==> config.mk <==
export PLATFORM = sky130hd
export DESIGN_NAME = button_decoder
export DESIGN_NICKNAME = d
export VERILOG_FILES = /design/src/hdl/button_decoder.sv
export SDC_FILE = /design/constraint.sdc
export NUM_CORES = 1
export LEC_CHECK = 0
export BUFFER_PORTS_ARGS = -buffer_cell sky130_fd_sc_hd__buf_4
export CELL_PAD_IN_SITES_DETAIL_PLACEMENT = 0
export CELL_PAD_IN_SITES_GLOBAL_PLACEMENT = 1
export CORE_MARGIN = 1
export CORE_UTILIZATION = 25
export CTS_CLUSTER_DIAMETER = 100
export DETAILED_ROUTE_END_ITERATION = 12
export PLACE_DENSITY = 0.56
export RECOVER_POWER = 25
export SYNTH_ARGS = -nofsm -noshare
export SYNTH_HDL_FRONTEND = slang
export SYNTH_SLANG_ARGS = --single-unit
export TNS_END_PERCENT = 30
==> constraint.sdc <==
create_clock -name clk_in -period 4.15 [get_ports clk_in]
set_input_delay 0.2075 -clock clk_in [delete_from_list [all_inputs] [get_ports clk_in]]
set_output_delay 0.2075 -clock clk_in [all_outputs]
set_load 0.05 [all_outputs]
==> src/hdl/button_decoder.sv <==
/* debounce for the up, down and center push-buttons,
   one-cycle strobe on each clean press */
`timescale 1ns/10ps

module button_decoder #(
  parameter int debounce_cycles = 1_000_000
) (
  input  logic clk_in,
  input  logic reset,
  input  logic btn_up,
  input  logic btn_down,
  input  logic btn_center,
  output logic up_press,
  output logic down_press,
  output logic center_press
);

  localparam int cnt_bits = $clog2(debounce_cycles + 1);

  // bit 0 up, bit 1 down, bit 2 center
  logic [2:0] raw;
  logic [2:0] candidate;
  logic [2:0] clean;
  logic [2:0] clean_prev;
  logic [2:0] press;
  logic [cnt_bits-1:0] stable_count [3];

  assign raw = {btn_center, btn_down, btn_up};

  always_ff @(posedge clk_in) begin
    if (reset) begin
      // start settled on whatever is held, so no press comes out of reset
      candidate  <= raw;
      clean      <= raw;
      clean_prev <= raw;
      press      <= '0;
      for (int i = 0; i < 3; i++) begin
        stable_count[i] <= '0;
      end
    end else begin
      for (int i = 0; i < 3; i++) begin
        if (raw[i] != candidate[i]) begin
          // raw moved, restart the stability window
          candidate[i]    <= raw[i];
          stable_count[i] <= '0;
        end else if (stable_count[i] == cnt_bits'(debounce_cycles)) begin
          clean[i] <= candidate[i];
        end else begin
          stable_count[i] <= stable_count[i] + 1'b1;
        end
      end
      clean_prev <= clean;
      // rising edge of the clean level
      press <= clean & ~clean_prev;
    end
  end

  assign up_press     = press[0];
  assign down_press   = press[1];
  assign center_press = press[2];

  // a press strobe never lasts two cycles
  a_strobe_single: assert property (
    @(posedge clk_in) disable iff (reset)
    (press & $past(press)) == 3'b000
  ) else $error("press strobe held for two cycles: %b", press);

endmodule

==> impl_metrics.csv <==
group,metric,value,unit
detailed_routing,vias,2744,
cts,hold_buffers,0,
timing,timing.final.ws_setup,1.36,ns
floorplanning,ioPinCount,8,
power,ir_drop,0.285,mV
timing,maxSlewHeadroom,19.5,%
logic_synthesis,ys_seq_area_share,53.9,%
cts,cts.clk_slew.worst_paths,0.06,ns
global_route,grt_util_all_layers,10.9,%
run,drv_cap,0,
placement,gp_congestion,0.721,
layout,area_growth_syn_to_layout,14.1,%
logic_synthesis,synthesis.nets,392,
layout,nets,396,
global_route,grt_pass1_vias,2676,
logic_synthesis,syn_area_per_cell,10.2,sq um
detailed_routing,drc,0,
global_route,grt_max_degree,21,
timing,maxSlewViolCount,0,
power,clkPwrFrac,49.3,%
cts,h-tree-depth,3,
power,p_sw,365,uW
worst_setup_path,end_kind,"flip-flop",
logic_synthesis,synthArstFlopShare,0,%
layout,antenna_cells,0,
detailed_routing,viasPerCell,4.75,
worst_setup_path,worst-path-max-fanout,12,
logic_synthesis,syn_area,3900,sq um
cts,cts_tree,"built",
timing,tightestPinTransition,1.20,ns
cts,post_cts_buffers,0,
timing,tns,0,ns
worst_setup_path,cp.required,4.21,ns
logic_synthesis,synth_seq_cells,72,
cts,clk_latency,0.34,ns
hold_path,hold_path.class,"in2reg",
placement,dp_hpwl,5320,um
timing,fin_hold_ws,0.166,ns
floorplanning,num_rows,45,
worst_setup_path,worstSetupPathType,"reg2reg",
floorplanning,fp.dieArea,16100,sq um
cts,post_cts_resized,0,
timing,max_freq,358,MHz
logic_synthesis,ys_types,38,
global_route,grt_pass1_wl,13400,um
floorplanning,fp.coreArea,15200,sq um
cts,cts_max_path_buffers,2,
power,leakage,0.00140,uW
power,p_per_area,392,nW/um^2
power,seq_power_share,46.7,%
placement,place_ws,1.63,ns
cts,numClockSinks,72,
worst_setup_path,cp.arrival,2.85,ns
logic_synthesis,synth_cells,381,
logic_synthesis,synth-edff-count,66,
detailed_routing,drt_iter0_markers,215,
logic_synthesis,synthFlopType,"edfxtp_1",
layout,drive_gt1_share,6.92,%
floorplanning,start_util,25.6,%
global_route,antenna_found_initial,0,
cts,cts-root-buf,"clkbuf_16",
timing,hold_violations,0,
detailed_routing,wl_per_cell,13.7,um
logic_synthesis,yosys_warnings,0,
timing,final.min_clock_period,2.79,ns
floorplanning,die_x,127,um
timing,rsz0062_at_grt,"false",
power,p_sw_share,20.9,%
timing,clock-skew-final,0.00718,ns
layout,nFillCells,1560,
timing,fin_crit_sh,67.3,%
worst_setup_path,crit_path_start_kind,"flip-flop",
power,comb_power_share,4.1,%
cts,cts_made_buffers,9,
power,p_int,1380,uW
detailed_routing,ant_nets,0,
floorplanning,die_h,127,um
timing,setup_viol,0,
placement,numPortBuffers,7,
outcome,status,"complete, no violations",
detailed_routing,wirelength,7920,um
global_route,grt_remaining_overflow,0,
detailed_routing,drt-pass1-iter-count,4,
[per-layer routing]
metal  global-route usage [%]  part of all wire (%)
met1                     14.5                    50
met2                     16.0                    44
met4                     4.90                   1.7
met3                     3.54                   4.4
met5                        0                     0
[state kept, by name (all words and copies together), names as in the netlist]
name and count:
press 3, stable_count 60, clean 3, candidate 3, clean_prev 3
[layout by cell type (no fill, tap or decap), types with 3 or more instances in the layout]
| cell type | count |
|---|---|
| a21oi_1 | 18 |
| nor2b_1 | 3 |
| dfxtp_1 | 6 |
| nand3_1 | 25 |
| buf_4 | 4 |
| nor2_1 | 52 |
| o21ai_0 | 15 |
| nand2_1 | 23 |
| edfxtp_1 | 66 |
| or3_1 | 12 |
| or4_1 | 14 |
| nor3_1 | 7 |
| nand2b_1 | 4 |
| xor2_1 | 13 |
| clkbuf_16 | 9 |
| xnor2_1 | 25 |
| nand4_1 | 11 |
| nor4b_1 | 3 |
| inv_1 | 23 |
| o31ai_1 | 10 |
| ha_1 | 6 |
| clkbuf_1 | 6 |
| nor4_1 | 9 |
[worst max-delay path, cell delays in order, from the launching register on]
cell and delay (ns):
edfxtp_1 0.40, nand3_1 0.15, or4_1 0.50, o31ai_1 0.98, buf_4 0.35, o21a_1 0.15
[synthesized netlist by cell type, types with 2 or more instances]
cell / count / area [sq um]
xnor2_1: 25 / 219
or3_1: 12 / 75.1
a21oi_1: 18 / 90.1
nand4_1: 11 / 68.8
o21ai_0: 14 / 70.1
nand2_1: 23 / 86.3
and3_1: 2 / 12.5
inv_1: 23 / 86.3
nand2b_1: 4 / 25.0
nor4_1: 9 / 56.3
nor3_1: 7 / 35.0
o21a_1: 2 / 15.0
nor2b_1: 3 / 18.8
dfxtp_1: 6 / 120
nand3_1: 25 / 125
edfxtp_1: 66 / 1980
ha_1: 6 / 75.1
or4_1: 14 / 105
xor2_1: 13 / 114
nor2_1: 52 / 195
clkbuf_1: 12 / 45.0
nor4b_1: 3 / 26.3
o31ai_1: 10 / 75.1
or2_2: 2 / 12.5
and4_1: 2 / 17.5
buf_2: 5 / 25.0
[path summary, 6_finish.rpt]
check                                end                               from  slack [ns]  cells after the start
setup reg to reg      clean[0]$_DFFE_PP_  stable_count[0][16]$_SDFFCE_PN0P_        1.36                      5
hold reg to reg      press[2]$_SDFF_PP0_              clean_prev[2]$_DFF_P_        0.38                      1
hold / removal    candidate[2]$_DFFE_PP_                         btn_center        0.17                      1
setup / recovery      clean[0]$_DFFE_PP_  stable_count[0][16]$_SDFFCE_PN0P_        1.36                      5
[per-stage QoR]
step           utilization (%)  total power [uW]  instance area, sq um  instances
2_1_floorplan                -               877                  3900        381
3_3_place_gp              27.2               904                  4140        562
3_5_place_dp              27.2               906                  4140        562
4_1_cts                   29.4              1780                  4470        578
5_1_grt                   29.2              1810                  4450        578
6_report                  29.2              1740                  4450        578
[area by class of cell]
type / count / area (sq um) / share of cell area (%)
repair buffers: 10 / 52.6 / 1.18
inverters: 23 / 86.3 / 1.94
well taps: 188 / 235 / 5.29
multi-input cells: 269 / 1640 / 36.8
clock inverters: 5 / 78.8 / 1.77
clock buffers: 11 / 253 / 5.69
flip-flops and latches: 72 / 2100 / 47.3
[kinds of logic (layout without fill, tap and decap cells)]
group / after synthesis / count (layout) / synth area share (%)
flip-flops: 72 / 72 / 54.0
XOR/XNOR: 38 / 38 / 8.54
adder cells (fa/ha/maj): 6 / 6 / 1.93
AO/OA/AOI/OAI: 47 / 47 / 6.97
AND/OR/NAND/NOR: 178 / 178 / 24.6
buffers and inverters: 40 / 49 / 4.01
[power groups by stage]
stage | combinational [uW] | clock (uW) | sequential (uW)
final | 70.9 | 860 | 814
after global routing | 81.5 | 916 | 816
after floorplan | 44.8 | 0 | 832
after CTS | 76.7 | 890 | 814
after detailed placement | 76.3 | 0 | 829
after global placement | 75.5 | 0 | 829
No activity file was read; power rests on OpenSTA's default activity.
