--- config.mk ---
export PLATFORM = sky130hd
export DESIGN_NAME = mode_selector
export DESIGN_NICKNAME = d
export VERILOG_FILES = /design/src/hdl/game_pkg.sv /design/src/hdl/mode_selector.sv
export SDC_FILE = /design/constraint.sdc
export NUM_CORES = 1
export LEC_CHECK = 0
export ABC_AREA = 1
export BUFFER_PORTS_ARGS = -buffer_cell sky130_fd_sc_hd__buf_4
export CAP_MARGIN = 5
export CORE_AREA = 2 2 39 41
export CTS_BUF_LIST = sky130_fd_sc_hd__clkbuf_8 sky130_fd_sc_hd__clkbuf_16
export DETAILED_ROUTE_END_ITERATION = 8
export DIE_AREA = 0 0 41 43
export HOLD_SLACK_MARGIN = 0.12
export PLACE_DENSITY_LB_ADDON = 0.25
export SYNTH_ARGS = -nofsm -noshare
export SYNTH_HDL_FRONTEND = slang
export SYNTH_SLANG_ARGS = --single-unit
--- constraint.sdc ---
create_clock -name clk_in -period 1.1 [get_ports clk_in]
set_input_delay 0.22 -clock clk_in [delete_from_list [all_inputs] [get_ports clk_in]]
set_output_delay 0.22 -clock clk_in [all_outputs]
set_load 0.01 [all_outputs]
--- src/hdl/game_pkg.sv ---
/* game modes, console menu states, score and decimal digit types,
   accuracy scale for the percentage conversion */
package game_pkg;

  // order matters, the menu walks up and down this list
  typedef enum logic [1:0] {
    MODE_KEYBOARD = 2'd0,
    MODE_FOUR     = 2'd1,
    MODE_LEARN    = 2'd2,
    MODE_PLAY     = 2'd3
  } game_mode_t;

  // console level state
  typedef enum logic {
    STATE_MENU    = 1'b0,
    STATE_PLAYING = 1'b1
  } menu_state_t;

  // game score and maximum score
  typedef logic [11:0] score_t;

  // one decimal digit
  typedef logic [3:0] bcd_digit_t;

  // hundreds in the top nibble, ones in the bottom
  typedef logic [11:0] percent_bcd_t;

  // percentage scale
  localparam int ACCURACY_SCALE = 100;

  // decimal places in the percentage
  localparam int PERCENT_DIGITS = 3;

endpackage

--- src/hdl/mode_selector.sv ---
/* saturating game mode menu and the menu/playing state machine */
`timescale 1ns/10ps

module mode_selector (
  input  logic                 clk_in,
  input  logic                 reset,
  input  logic                 up_press,
  input  logic                 down_press,
  input  logic                 center_press,
  input  logic                 game_finish,
  output game_pkg::game_mode_t mode_choice,
  output game_pkg::game_mode_t current_mode,
  output logic                 mode_active
);

  import game_pkg::*;

  menu_state_t state;

  // menu choice, stops at both ends of the list
  always_ff @(posedge clk_in) begin
    if (reset) begin
      mode_choice <= MODE_KEYBOARD;
    end else if (up_press) begin
      if (mode_choice != MODE_PLAY) begin
        mode_choice <= game_mode_t'(mode_choice + 2'd1);
      end
    end else if (down_press) begin
      if (mode_choice != MODE_KEYBOARD) begin
        mode_choice <= game_mode_t'(mode_choice - 2'd1);
      end
    end
  end

  always_ff @(posedge clk_in) begin
    if (reset) begin
      state        <= STATE_MENU;
      current_mode <= MODE_PLAY;
    end else begin
      case (state)
        STATE_MENU: begin
          // track the choice until it is committed
          current_mode <= mode_choice;
          if (center_press) begin
            state <= STATE_PLAYING;
          end
        end
        STATE_PLAYING: begin
          if (game_finish) begin
            state <= STATE_MENU;
          end
        end
        default: begin
          state <= STATE_MENU;
        end
      endcase
    end
  end

  assign mode_active = (state == STATE_PLAYING);

  // committed mode is frozen for the whole game
  a_mode_frozen: assert property (
    @(posedge clk_in) disable iff (reset)
    mode_active |=> $stable(current_mode)
  ) else $error("current_mode changed while a game is active");

endmodule

==> results of run 1 <==
-- state kept, by name, indices dropped and copies added, names as in the netlist --
register      flops
mode_active       1
current_mode      2
mode_choice       2
-- final cells by class --
type	count	area, sq um
fillers	165	1040
flip-flops and latches	5	100
multi-input cells	17	81.3
repair buffers	10	75.1
clock buffers	3	41.3
well taps	16	20.0
inverters	5	18.8
clock inverters	1	3.75
-- through the flow --
step | cells | setup slack (ns) | hold WS (ns) | cell area, sq um
2_1_floorplan | 27 | 0.362 | 0.313 | 200
3_3_place_gp | 53 | 0.325 | 0.408 | 295
3_5_place_dp | 53 | 0.332 | 0.407 | 295
4_1_cts | 57 | 0.0897 | 0.175 | 340
5_1_grt | 57 | 0.0639 | 0.181 | 340
6_report | 57 | 0.0980 | 0.181 | 340
-- cells by family after synthesis --
logic type             Yosys count  synth area share
AO/OA/AOI/OAI                    9             0.244
AND/OR/NAND/NOR                  8             0.163
buffers and inverters            5            0.0937
flip-flops                       5             0.500
-- power by group through the flow --
stage | registers [mW] | logic (mW) | clock network (mW)
after floorplan | 0.221 | 0.0258 | 0
after global placement | 0.217 | 0.0791 | 0
after detailed placement | 0.216 | 0.0790 | 0
after CTS | 0.214 | 0.0790 | 0.338
after global routing | 0.216 | 0.0877 | 0.345
final | 0.214 | 0.0773 | 0.327
-- worst max-delay path by stage --
stage	startpoint	to	slack [ns]
final	mode_active	mode_active	0.1
after floorplan	mode_choice[0]	mode_choice[0]	0.36
after CTS	mode_choice[0]	mode_choice[0]	0.09
after detailed placement	mode_active	mode_active	0.33
after global routing	mode_active	mode_active	0.06
after global placement	mode_choice[0]	mode_choice[0]	0.32
-- layer usage --
| metal | vias up | GRT usage | part of all wire |
|---|---|---|---|
| met5 | - | 0 | 0 |
| met4 | 0 | 0.100 | 0.039 |
| met3 | 2 | 0 | 0.068 |
| met2 | 8 | 0.0813 | 0.44 |
| met1 | 86 | 0.0868 | 0.44 |
| li1 | 112 | - | - |
-- placed cells by master, fill, tap and decap left out, drive strengths merged --
master  instances
a21oi           5
inv             6
clkbuf          3
o21ai           4
nand2           6
buf            10
nor2            2
dfxtp           5
==> flow_metrics.tcl, run 1 <==
set metrics [dict create \
    cp.buffers_inverters 1 \
    synth.avg_cell_area_sq_um 7.41 \
    cts_max_level 1 \
    synth_nets 33 \
    vdd_ir_drop_max_mv 0.304 \
    grt_overflow 0 \
    path_cells "buf_4" \
    fin_crit_ns 1.00 \
    slowest_delay_ns 0.41 \
    clock_sinks 5 \
    die_y_um 43 \
    grt_usage 0.0683 \
    post-route-util 0.246 \
    drc 0 \
    ys_ff_latch 5 \
    cp_slowest_cell "dfxtp_1" \
    whs_endpoint "mode_active" \
    final_max_slew_viol_count 0 \
    clkPwrFrac 0.529 \
    drt_iter0_drc 3 \
    place.gp.congestion 0.716 \
    seqPwrFrac 0.346 \
    critPathLaunchType "flip-flop" \
    post-dp-hpwl_um 355 \
    worstRegToRegCells 6 \
    yosys-top-cells-count "dfxtp_1 (5), nand2_1 (5), a21oi_1 (4), inv_1 (4), o21ai_0 (4)" \
    port_buffers 10 \
    path_depth 1 \
    worst-path-max-fanout 7 \
    yosysTopAreaCell "dfxtp_1" \
    drt_wl_total_um 459 \
    n_antenna_cell 0 \
    p_comb_frac 0.125 \
    fin_crit_sh 0.911 \
    worstSetupPathType "reg2out" \
    yosys_warnings 0 \
    cts_tree "yes" \
    antenna_found_initial 0 \
    critPathRequiredTime_ns 0.88 \
    rows 14 \
    synth_edf_count 0 \
    synth_top_area_share 0.500 \
    ioPinCount 11 \
    crit_family "flip-flops" \
    min_path_cells 2 \
    intPower_uw 480 \
    via_per_inst 3.65 \
    finalSetupViolCount 0 \
    rsz0062_at_grt "no" \
    grt_max_degree 8 \
    grt_pass1_vias 199 \
    yosysSeqAreaShare 0.500 \
    core_area_sq_um 1380 \
    cap_violations 0 \
    worst_slew_pin_slew_ns 0.191 \
    cp-end-kind "primary output" \
    netlist_top_cells_area "dfxtp_1 (50%), a21oi_1 (10%), o21ai_0 (10%)" \
    r2r-end "mode_choice[0]" \
    drive_gt1_frac 0.390 \
    grt_pass1_wl_um 752 \
    area_growth_pct 70.0 \
    finalPower_uw 618 \
    min_from "game_finish" \
    hold_path.class "in2reg" \
    setup-tns-final_ns 0 \
    swShare 0.223 \
    final-hold-violation-count 0 \
    ys.flop_type "dfxtp_1" \
    num_vias 208 \
    rrSetupSlack_ns 0.35 \
    p_sw_uw 138 \
    clk_pin_slew_worst_paths_ns 0.03 \
    fin_skew_ns 0.000936 \
    cts_buffers 3 \
    maxSlewHeadroom 0.872 \
    syn_inst 27 \
    clk_path_buf_depth 2 \
    die_w_um 41 \
    wl_per_cell_um 8.05 \
    cts-root-buf "clkbuf_8" \
    final_net_count 48 \
    worstPathArrival_ns 0.78 \
    synth_area_sq_um 200 \
    drt_pass1_iterations 3 \
    die_area_sq_um 1760 \
    cts_resized 0 \
    start_util 0.145 \
    clkLatencyLatePin_ns 0.22 \
    timing.rr.start "mode_choice[1]" \
    hold_buffers 0 \
    fmax_ghz 0.998 \
    ys_types 9 \
    p_leak_nw 0.169 \
    ant_nets 0 \
    synthArstFlopShare 0 \
    power-per-cell-area_nw_per_um2 1820 \
    postCtsSetupBuffers 0 \
    status "finished clean" \
]
(Power assumes the default switching activity.)
==> run 2: changes to the inputs <==
Settings changed: PLACE_DENSITY set to 0.46, PLACE_DENSITY_LB_ADDON 0.25 to unset.
==> flow_metrics.tcl, run 2 (same netlist as run 1, synthesis figures left out) <==
set metrics [dict create \
    fin_skew_ns 0.000378 \
    seqPwrFrac 0.347 \
    worst_slew_pin_slew_ns 0.182 \
    n_antenna_cell 0 \
    place.gp.congestion 0.685 \
    cp_slowest_cell "dfxtp_1" \
    crit_family "flip-flops" \
    core_area_sq_um 1380 \
    port_buffers 10 \
    cap_violations 0 \
    ant_nets 0 \
    fin_crit_ns 0.991 \
    intPower_uw 480 \
    critPathRequiredTime_ns 0.88 \
    clkPwrFrac 0.527 \
    num_vias 207 \
    grt_usage 0.0691 \
    final_cell_mix "buf_4 (10), inv_1 (5), nand2_1 (5), dfxtp_1 (5)" \
    fmax_ghz 1.01 \
    cts-root-buf "clkbuf_8" \
    hold_path.class "in2reg" \
    maxSlewHeadroom 0.878 \
    clock_sinks 5 \
    area_growth_pct 70.0 \
    post-route-util 0.246 \
    cp-end-kind "primary output" \
    drc 0 \
    ioPinCount 11 \
    slowest_delay_ns 0.40 \
    setup-tns-final_ns 0 \
    postCtsSetupBuffers 0 \
    post-dp-hpwl_um 375 \
    worst-path-max-fanout 6 \
    drt_iter0_drc 2 \
    path_cells "buf_4" \
    start_util 0.145 \
    finalSetupViolCount 0 \
    via_per_inst 3.63 \
    final_max_slew_viol_count 0 \
    cts_tree "yes" \
    die_w_um 41 \
    die_y_um 43 \
    fin_ws_ns 0.109 \
    final_net_count 48 \
    cts_resized 0 \
    p_sw_uw 133 \
    grt_max_degree 8 \
    swShare 0.217 \
    clk_path_buf_depth 2 \
    wl_per_cell_um 8.21 \
    vdd_ir_drop_max_mv 0.391 \
    status "finished clean" \
    critPathLaunchType "flip-flop" \
    grt_pass1_wl_um 759 \
    rsz0062_at_grt "no" \
    cts_buffers 3 \
    rrSetupSlack_ns 0.35 \
    drt_pass1_iterations 2 \
    drive_gt1_frac 0.390 \
    cp.buffers_inverters 1 \
    worstPathArrival_ns 0.77 \
    drt_wl_total_um 468 \
    antenna_found_initial 0 \
    p_comb_frac 0.126 \
    power-per-cell-area_nw_per_um2 1800 \
    grt_overflow 0 \
    final-hold-violation-count 0 \
    grt_pass1_vias 198 \
    n_fill_cell 160 \
    clkLatencyLatePin_ns 0.22 \
    final_common_cell "buf_4" \
    p_leak_nw 0.169 \
    multiInputGateArea_sq_um 81.3 \
    dp_worst_setup_slack_ns 0.324 \
    rows 14 \
    cts_max_level 1 \
    worstSetupPathType "reg2out" \
    fin_crit_sh 0.901 \
    die_area_sq_um 1760 \
    regArea_sq_um 100 \
    hold_buffers 0 \
    clk_pin_slew_worst_paths_ns 0.03 \
]
[run 2: cell counts in the layout (fill, tap and decap cells not counted)]
No cell type changed its count.
[run 2: final timing paths]
path                   start               to  cells past startpoint
max reg2reg   mode_choice[1]   mode_choice[0]                      6
min              game_finish      mode_active                      2
min reg2reg  current_mode[1]  current_mode[1]                      2
max           mode_choice[0]   mode_choice[0]                      1
[run 2: power by group through the flow]
| stage | Clock (mW) | Sequential (mW) | Combinational (mW) |
|---|---|---|---|
| after global routing | 0.348 | 0.216 | 0.0882 |
| after floorplan | 0 | 0.221 | 0.0258 |
| after global placement | 0 | 0.216 | 0.0784 |
| after CTS | 0.335 | 0.214 | 0.0792 |
| after detailed placement | 0 | 0.216 | 0.0791 |
| final | 0.323 | 0.213 | 0.0773 |
[run 2: per-stage QoR]
step | power [mW] | cells | instance area [sq um] | hold slack [ns]
after global routing | 0.652 | 57 | 340 | 0.195
after global placement | 0.295 | 53 | 295 | 0.407
after detailed placement | 0.295 | 53 | 295 | 0.404
final | 0.613 | 57 | 340 | 0.178
after floorplan | 0.247 | 27 | 200 | 0.313
after CTS | 0.628 | 57 | 340 | 0.174
[run 2: final cells by class]
cell class | instances | share of cell area
well taps | 16 | 0.0588
multi-input cells | 17 | 0.239
flip-flops and latches | 5 | 0.294
repair buffers | 10 | 0.221
clock buffers | 3 | 0.121
inverters | 5 | 0.0551
clock inverters | 1 | 0.0110
[run 2: routing by layer]
layer  vias up  track usage  routed length, um
li1        113            -                  -
met1        87       0.0767                201
met2         7       0.0844                232
met3         0       0.0157                 34
met4         0        0.100                  0
met5         -            0                  0
