--- src/hdl/game_pkg.sv ---
/* game modes, console menu states, score and decimal digit types,
   accuracy scale for the percentage conversion */
package game_pkg;

  // order matters, the menu walks up and down this list
  typedef enum logic [1:0] {
    MODE_KEYBOARD = 2'd0,
    MODE_FOUR     = 2'd1,
    MODE_LEARN    = 2'd2,
    MODE_PLAY     = 2'd3
  } game_mode_t;

  // console level state
  typedef enum logic {
    STATE_MENU    = 1'b0,
    STATE_PLAYING = 1'b1
  } menu_state_t;

  // game score and maximum score
  typedef logic [11:0] score_t;

  // one decimal digit
  typedef logic [3:0] bcd_digit_t;

  // hundreds in the top nibble, ones in the bottom
  typedef logic [11:0] percent_bcd_t;

  // percentage scale
  localparam int ACCURACY_SCALE = 100;

  // decimal places in the percentage
  localparam int PERCENT_DIGITS = 3;

endpackage

--- src/hdl/score_percent.sv ---
/* score to whole percentage conversion by repeated subtraction,
   one decimal place at a time, hundreds first */
`timescale 1ns/10ps

module score_percent (
  input  logic                   clk_in,
  input  logic                   reset,
  input  logic                   game_finish,
  input  game_pkg::score_t       score,
  input  game_pkg::score_t       max_score,
  output game_pkg::percent_bcd_t percent_digits
);

  import game_pkg::*;

  // 100 * 4095 fits in 19 bits
  logic [18:0] dividend;
  score_t      divisor;
  logic [1:0]  place;
  logic        busy;
  logic [18:0] place_step;
  bcd_digit_t  cur_digit;

  // ten to the power of the place index
  function automatic logic [6:0] place_weight(input logic [1:0] idx);
    logic [6:0] weight;
    weight = 7'd1;
    for (int k = 0; k < 3; k++) begin
      if (k < int'(idx)) begin
        weight = weight * 7'd10;
      end
    end
    return weight;
  endfunction

  assign place_step = 19'(place_weight(place)) * 19'(divisor);
  assign cur_digit  = percent_digits[4*int'(place) +: 4];

  always_ff @(posedge clk_in) begin
    if (reset) begin
      busy           <= 1'b0;
      place          <= '0;
      percent_digits <= '0;
    end else if (game_finish) begin
      // a new strobe always restarts
      busy           <= 1'b1;
      place          <= 2'(PERCENT_DIGITS - 1);
      percent_digits <= '0;
    end else if (busy) begin
      if (divisor != '0 && dividend >= place_step) begin
        percent_digits[4*int'(place) +: 4] <= cur_digit + 4'd1;
      end else if (place != 2'd0) begin
        place <= place - 2'd1;
      end else begin
        busy <= 1'b0;
      end
    end
  end

  // dividend and divisor
  always_ff @(posedge clk_in) begin
    if (game_finish) begin
      dividend <= 19'(ACCURACY_SCALE * score);
      divisor  <= max_score;
    end else if (busy && divisor != '0 && dividend >= place_step) begin
      dividend <= dividend - place_step;
    end
  end

  // every place must stay a valid decimal digit
  a_digits_decimal: assert property (
    @(posedge clk_in) disable iff (reset)
    percent_digits[11:8] <= 4'd9 && percent_digits[7:4] <= 4'd9 &&
    percent_digits[3:0] <= 4'd9
  ) else $error("percent digit above nine: %h", percent_digits);

endmodule

--- config.mk ---
export PLATFORM = sky130hd
export DESIGN_NAME = score_percent
export DESIGN_NICKNAME = d
export VERILOG_FILES = /design/src/hdl/game_pkg.sv /design/src/hdl/score_percent.sv
export SDC_FILE = /design/constraint.sdc
export NUM_CORES = 1
export LEC_CHECK = 0
export BUFFER_PORTS_ARGS = -buffer_cell sky130_fd_sc_hd__buf_2
export CORE_ASPECT_RATIO = 1.4
export CORE_MARGIN = 2
export CORE_UTILIZATION = 27
export CTS_CLUSTER_SIZE = 16
export DETAILED_ROUTE_END_ITERATION = 7
export GPL_TIMING_DRIVEN = 0
export PLACE_DENSITY = 0.51
export SLEW_MARGIN = 20
export SYNTH_ARGS = -nofsm -noshare
export SYNTH_HDL_FRONTEND = slang
export SYNTH_SLANG_ARGS = --single-unit
--- constraint.sdc ---
create_clock -name clk_in -period 14.4 [get_ports clk_in]
set_input_delay 2.88 -clock clk_in [delete_from_list [all_inputs] [get_ports clk_in]]
set_output_delay 2.88 -clock clk_in [all_outputs]
set_load 0.01 [all_outputs]
==> results.txt, run 1 <==
Worst Setup Start Kind: flop
R2R cell count: 29
Switching Fraction: 44.2%
Unique masters post-synth: 56
Initial antenna violation count: 0
Logic pwr share: 62.2%
WP data arrival: 9.12 ns
CTS clk-pin slew, worst paths: 0.08 ns
Crit Path Class: flop to flop
Clk pwr share: 15.2%
DR iter-0 viols: 140
Vias: 4,940
Total Wirelength: 14.5 mm
Critical path depth: 29
Mapped Area: 0.00664 mm^2
Sequential element share of the synthesized area: 18.2%
CTS root buf: clkbuf_16
Post-Synthesis Cells: 726
VDD IR max: 0.0471 mV
Post-cts sizing count: 0
Num CTS Buffers: 5
Endpoints failing hold: 0
Max cap viols: 0
Worst Path Required: 14.28 ns
Delay-heaviest family, CP: adder cells
Remaining Overflow, GRT: 0
Htree depth: 2
Final net count: 961
Largest area contributor in the netlist: ha_1
Share of layout cells above drive strength 1: 8.55%
Sequential share of power: 22.6%
Syn Area/Cell: 9.15 um^2
Post-CTS Setup Inserts: 0
CP endpoint kind: flop
Syn nets: 916
Hold_buf cts: 0
Crit share post-route: 64.2%
Int Power: 0.000455 W
Vias in the first global route: 5,217
RSZ-0062 raised after global routing: no
Antenna Nets Post-Route: 0
# setup viols final: 0
Register bit total from synthesis: 46
WHS: 0.482 ns
Largest net degree at the start of global routing: 18
DRT Pass-1 Iters: 4
R2R Setup Slk: 5.16 ns
First-pass GRT wire length: 25.4 mm
CTS tree: yes
Hold Path Depth: 2
Clk sinks: 46
Tightest Pin Transition: 0.833 ns
Yosys top cell area share: 20.0%
Clock Skew: 0.0137 ns
Die H: 190 um
Fillers: 2,552
Wire per inst: 13.4 um
DRC viols: 0
Synthesis-to-finish area growth: 10.9%
Register Area: 0.00121 mm^2
Reg-to-reg endpoint: dividend[17]
Critical Path Fanout Max: 17
Core area: 0.0241 mm^2
Net Sw Power: 0.000361 W
Crit path buffers/inverters: 7
Slew margin rel.: 43.9%
Min-delay worst type: flop to flop
Synth Flop Type: edfxtp_1
Async set or reset register ratio after synthesis: 0%
Reg2reg start: place[0]
Power density cells: 111 mW/mm^2
Num rows: 67
Total Neg Setup Slack: 0 ns
Final RePlAce weighted congestion: 0.791
Clock Latency Late Sink: 0.31 ns
Worst path max stage delay: 0.65 ns
Vias per inst: 4.57
CTS Buffer Depth: 2
Status: finished clean
Die width: 137 um
Hold endpoint: percent_digits[8]
HPWL Detailed: 12.4 mm
Starting density of the core: 27.6%
# diodes: 0
Die ar.: 0.0259 mm^2
GRT Overall Usage: 12.2%
Fmax: 0.108 GHz
Slew Limit Fails: 0
Port-buffer cells: 38
Post-synth EDFFs: 29
Area of the multi-input gates: 0.00496 mm^2
Synth top area cells: ha_1 20%, fa_1 17%, edfxtp_1 13%
IO Pins: 39
Slowest CP cell: o21ai_0
Leakage: 3.60 nW
Yosys warnings: 0
Hold path startpoint: percent_digits[8]
Minimum clock period: 9.24 ns
worst min-delay path, delay by kind of cell (launching register included):
kind	cells	cell delay, ns
flops	1	0.33
simple gates	1	0.06
mux	1	0.05
registers in the layout, indices dropped and copies added, names as in the netlist:
signal / cells
dividend: 19
divisor: 12
percent_digits: 12
place: 2
busy: 1
through the flow:
| stage | cells | power, W | utilization [%] | instance area [um^2] | setup WS [ns] |
|---|---|---|---|---|---|
| after CTS | 1082 | 0.000830 | 30.6 | 7370 | 5.01 |
| after floorplan | 726 | 0.000593 | - | 6640 | 6.92 |
| after detailed placement | 1074 | 0.000696 | 30.0 | 7220 | 5.11 |
| after global routing | 1082 | 0.000902 | 30.6 | 7370 | 4.49 |
| after global placement | 1074 | 0.000700 | 30.0 | 7220 | 5.13 |
| final | 1082 | 0.000816 | 30.6 | 7370 | 5.16 |
Yosys cell counts, drive strengths merged, types with 2 or more instances:
library cell / n
or3: 3
nor4: 5
a22o: 6
nor2: 23
a211oi: 4
ha: 106
a31oi: 4
mux2i: 13
inv: 107
o21a: 6
o21bai: 5
and2: 57
nand4: 7
a2111oi: 2
dfxtp: 17
nor3: 12
a21o: 15
nand2b: 5
xnor2: 26
edfxtp: 29
o21ai: 23
o41ai: 3
o31ai: 10
clkbuf: 12
xor2: 22
nor3b: 2
or2: 5
a21oi: 37
buf: 2
nand3: 15
a311o: 2
nor2b: 2
nand2: 73
fa: 57
final cells by class:
class | instances | area share, %
Buffer | 14 | 0.917
Clock buffer | 5 | 1.70
Clock inverter | 3 | 0.289
Inverter | 107 | 5.45
Multi-Input combinational cell | 559 | 67.4
Sequential cell | 46 | 16.4
Tap cell | 310 | 5.26
Timing Repair Buffer | 38 | 2.58
logic make-up (layout without fill, tap and decap cells):
group | Yosys count | after routing | synth area share, %
simple gates | 211 | 211 | 16.0
fa+ha+maj | 163 | 163 | 37.1
compound gates | 124 | 124 | 13.3
buf+inv | 121 | 167 | 7.06
xor+xnor | 48 | 48 | 6.33
flops | 46 | 46 | 18.2
mux | 13 | 13 | 1.96
routing by layer:
metal | global-route usage (%) | vias to the layer above | wire length [um]
met5 | 0 | - | 0
met4 | 3.93 | 0 | 276
met3 | 0.906 | 13 | 201
met2 | 23.0 | 36 | 7810
met1 | 14.3 | 2352 | 6220
li1 | - | 2539 | -
worst max path at each step:
stage	startpoint	to	slack, ns
2_1_floorplan	place[0]	dividend[10]	6.92
3_3_place_gp	place[0]	dividend[17]	5.13
3_5_place_dp	place[0]	dividend[17]	5.11
4_1_cts	place[0]	dividend[15]	5.01
5_1_grt	place[0]	dividend[16]	4.49
6_report	place[0]	dividend[17]	5.16
power by group through the flow:
| stage | logic (W) | registers (W) | clock network (W) |
|---|---|---|---|
| after floorplan | 0.000412 | 0.000181 | 0 |
| after global placement | 0.000512 | 0.000188 | 0 |
| after detailed placement | 0.000509 | 0.000187 | 0 |
| after CTS | 0.000515 | 0.000184 | 0.000130 |
| after global routing | 0.000583 | 0.000187 | 0.000133 |
| final | 0.000508 | 0.000184 | 0.000124 |
layout by cell type (no fill, tap or decap), drive strengths merged, types with 15 or more instances in the layout:
cell type and instances:
ha 106, a21oi 37, buf 40, o21ai 23, nor2 23, a21o 15
xnor2 26, edfxtp 29, fa 57, dfxtp 17, inv 110, clkbuf 17
nand3 15, and2 57, nand2 73, xor2 22
No activity file was read; power rests on OpenSTA's default activity.
==> run 2: changes to the inputs <==
--- a/config.mk
+++ b/config.mk
@@ -12,7 +12,7 @@
 export CTS_CLUSTER_SIZE = 16
 export DETAILED_ROUTE_END_ITERATION = 7
 export GPL_TIMING_DRIVEN = 0
-export PLACE_DENSITY = 0.51
+export PLACE_DENSITY = 0.52
 export SLEW_MARGIN = 20
 export SYNTH_ARGS = -nofsm -noshare
 export SYNTH_HDL_FRONTEND = slang
==> constraint.sdc (replaced) <==
create_clock -name clk_in -period 8.45 [get_ports clk_in]
set_input_delay 1.69 -clock clk_in [delete_from_list [all_inputs] [get_ports clk_in]]
set_output_delay 1.69 -clock clk_in [all_outputs]
set_load 0.01 [all_outputs]
==> run 2 against run 1 <==
Sequential share of layout area is 0.12 points lower. Die area did not move. Register-to-register slack worse by 4.5 ns. Fmax is 18% higher. Final area increased by 0.76%. Utilization rose by 0.23 points. Largest power group unchanged. Count of clock-buffer cells in the layout up 1. Clock skew down 0.0032 ns. Final cell count is essentially flat.
==> results.txt, run 2 (synthesis gave the netlist of run 1 again) <==
Status: finished clean
Final net count: 960 (-0.10%)
Antenna Nets Post-Route: 0 (unchanged)
Total Wirelength: 14.5 mm (about the same)
Crit share post-route: 92.7% (+29 points)
Die ar.: 0.0259 mm^2 (unchanged)
Tightest Pin Transition: 0.636 ns (-0.196 ns)
Die H: 190 um (unchanged)
Clk sinks: 46 (unchanged)
Minimum clock period: 7.83 ns (-1.41 ns)
Starting density of the core: 27.6% (unchanged)
CP endpoint kind: flop
Worst Path Required: 8.44 ns (-5.84 ns)
Crit Path Class: flop to flop
Endpoints failing hold: 0 (unchanged)
Final core utilization: 30.9% (+0.23 points)
Num rows: 67 (unchanged)
Leakage: 3.61 nW (+0.41%)
Max cap viols: 0 (unchanged)
WHS: 0.482 ns (-0.000546 ns)
Power density cells: 190 mW/mm^2 (+72%)
Most flop-heavy register: dividend
Critical Path Fanout Max: 17 (unchanged)
Final RePlAce weighted congestion: 0.792 (about the same)
# setup viols final: 0 (unchanged)
RSZ-0062 raised after global routing: no
DRC viols: 0 (unchanged)
Initial antenna violation count: 0 (unchanged)
Clock Latency Late Sink: 0.31 ns (about the same)
Vias per inst: 4.58 (+0.38%)
Final cell count without fillers: 1,081 (-0.092%)
CTS clk-pin slew, worst paths: 0.08 ns (about the same)
Core area: 0.0241 mm^2 (unchanged)
# diodes: 0 (unchanged)
Placed Instances: 1,074 (unchanged)
Vias in the first global route: 5,185 (-0.61%)
Num CTS Buffers: 5 (unchanged)
Max reg flops: 19 (unchanged)
Remaining Overflow, GRT: 0 (unchanged)
Wire per inst: 13.4 um (about the same)
Vias: 4,954 (+0.28%)
Largest net degree at the start of global routing: 18 (unchanged)
Worst Setup Start Kind: flop
Fmax: 0.128 GHz (+18%)
Largest registers: dividend: 19 flops, divisor: 12 flops, percent_digits: 12 flops
CTS tree: yes
CTS Buffer Depth: 2 (unchanged)
Synthesis-to-finish area growth: 11.8%
Htree depth: 2 (unchanged)
CTS root buf: clkbuf_16
IO Pins: 39 (unchanged)
Die width: 137 um (unchanged)
Slew Limit Fails: 0 (unchanged)
Most frequent cells in the layout: 107 x inv_1, 105 x ha_1, 72 x nand2_1
DRT Pass-1 Iters: 6 (+2)
First-pass GRT wire length: 25.1 mm (-1.0%)
Min-delay worst type: flop to flop
GRT Overall Usage: 12.1% (-0.11 points)
Slew margin rel.: 57.4% (+14 points)
WP data arrival: 7.82 ns (-1.30 ns)
VDD IR max: 0.0772 mV (+64%)
Clock Skew: 0.0105 ns (-0.00320 ns)
HPWL Detailed: 12.3 mm (-0.99%)
Port-buffer cells: 38 (unchanged)
Share of layout cells above drive strength 1: 9.86% (+1.3 points)
DR iter-0 viols: 158 (+13%)
Commonest non-fill, non-tap cell in the layout: inv_1
Hold_buf cts: 0 (unchanged)
==> run 2: stage by stage <==
| stage | total power [W] | setup WS (ns) | TNS [ns] | instance area [um^2] |
|---|---|---|---|---|
| after floorplan | 0.00101 | 0.966 | 0 | 6640 |
| after global placement | 0.00119 | -0.802 | -22.32 | 7220 |
| after detailed placement | 0.00118 | -0.810 | -22.10 | 7220 |
| after CTS | 0.00143 | 0.0987 | 0 | 7410 |
| after global routing | 0.00156 | 0.0355 | 0 | 7420 |
| final | 0.00141 | 0.618 | 0 | 7420 |
==> run 2: repair_timing <==
action	CTS	global route
buffers inserted	0	0
gates resized for setup	8	6
hold endpoints to repair	0	0
gates cloned	0	0
setup endpoints to repair	51	49
==> run 2: critical path: stages (launching register included) <==
cell and delay, ns:
dfxtp_1 0.42, clkbuf_2 0.28, inv_1 0.17, ha_1 0.33, nor4_2 0.44, clkbuf_2 0.31, nand2_1 0.10, fa_1 0.48
fa_1 0.56, inv_1 0.06, fa_1 0.54, inv_1 0.06, fa_1 0.40, inv_1 0.06, ha_1 0.25, or2_2 0.30
a21oi_1 0.19, a211oi_1 0.11, o31ai_2 0.40, xnor2_1 0.13, ha_1 0.40, nand4_1 0.20, nor4_2 0.44, o311ai_4 0.17
a21o_4 0.29, buf_4 0.19, nand2_4 0.21
==> run 2: layer usage <==
layer	vias up	track usage, %	share of wire, %
li1	2534	-	-
met1	2369	14.2	43
met2	39	23.1	54
met3	12	0.853	1.1
met4	0	3.37	1.5
met5	-	0	0
==> run 2: worst paths after layout <==
path | end | from | slack (ns) | cells past startpoint
setup / recovery | dividend[16] | place[0] | 0.62 | 26
hold / removal | percent_digits[7] | percent_digits[7] | 0.48 | 2
setup reg to reg | dividend[16] | place[0] | 0.62 | 26
hold reg to reg | percent_digits[7] | percent_digits[7] | 0.48 | 2
==> run 2: where the power goes <==
part / leakage [nW] / internal (W) / switching (W) / total (W)
Combinational: 3.10 / 0.000377 / 0.000495 / 0.000872
Sequential: 0.432 / 0.000289 / 0.0000245 / 0.000314
Clock: 0.0824 / 0.000129 / 0.0000979 / 0.000226
Total: 3.61 / 0.000795 / 0.000618 / 0.00141
==> run 2: layout make-up <==
type                            count  area (um^2)
Buffer                             13         67.6
Clock buffer                        6          150
Clock inverter                      2         13.8
Fill cell                        2539        16600
Inverter                          107          402
Multi-Input combinational cell    559         5000
Sequential cell                    46         1210
Tap cell                          310          388
Timing Repair Buffer               38          190
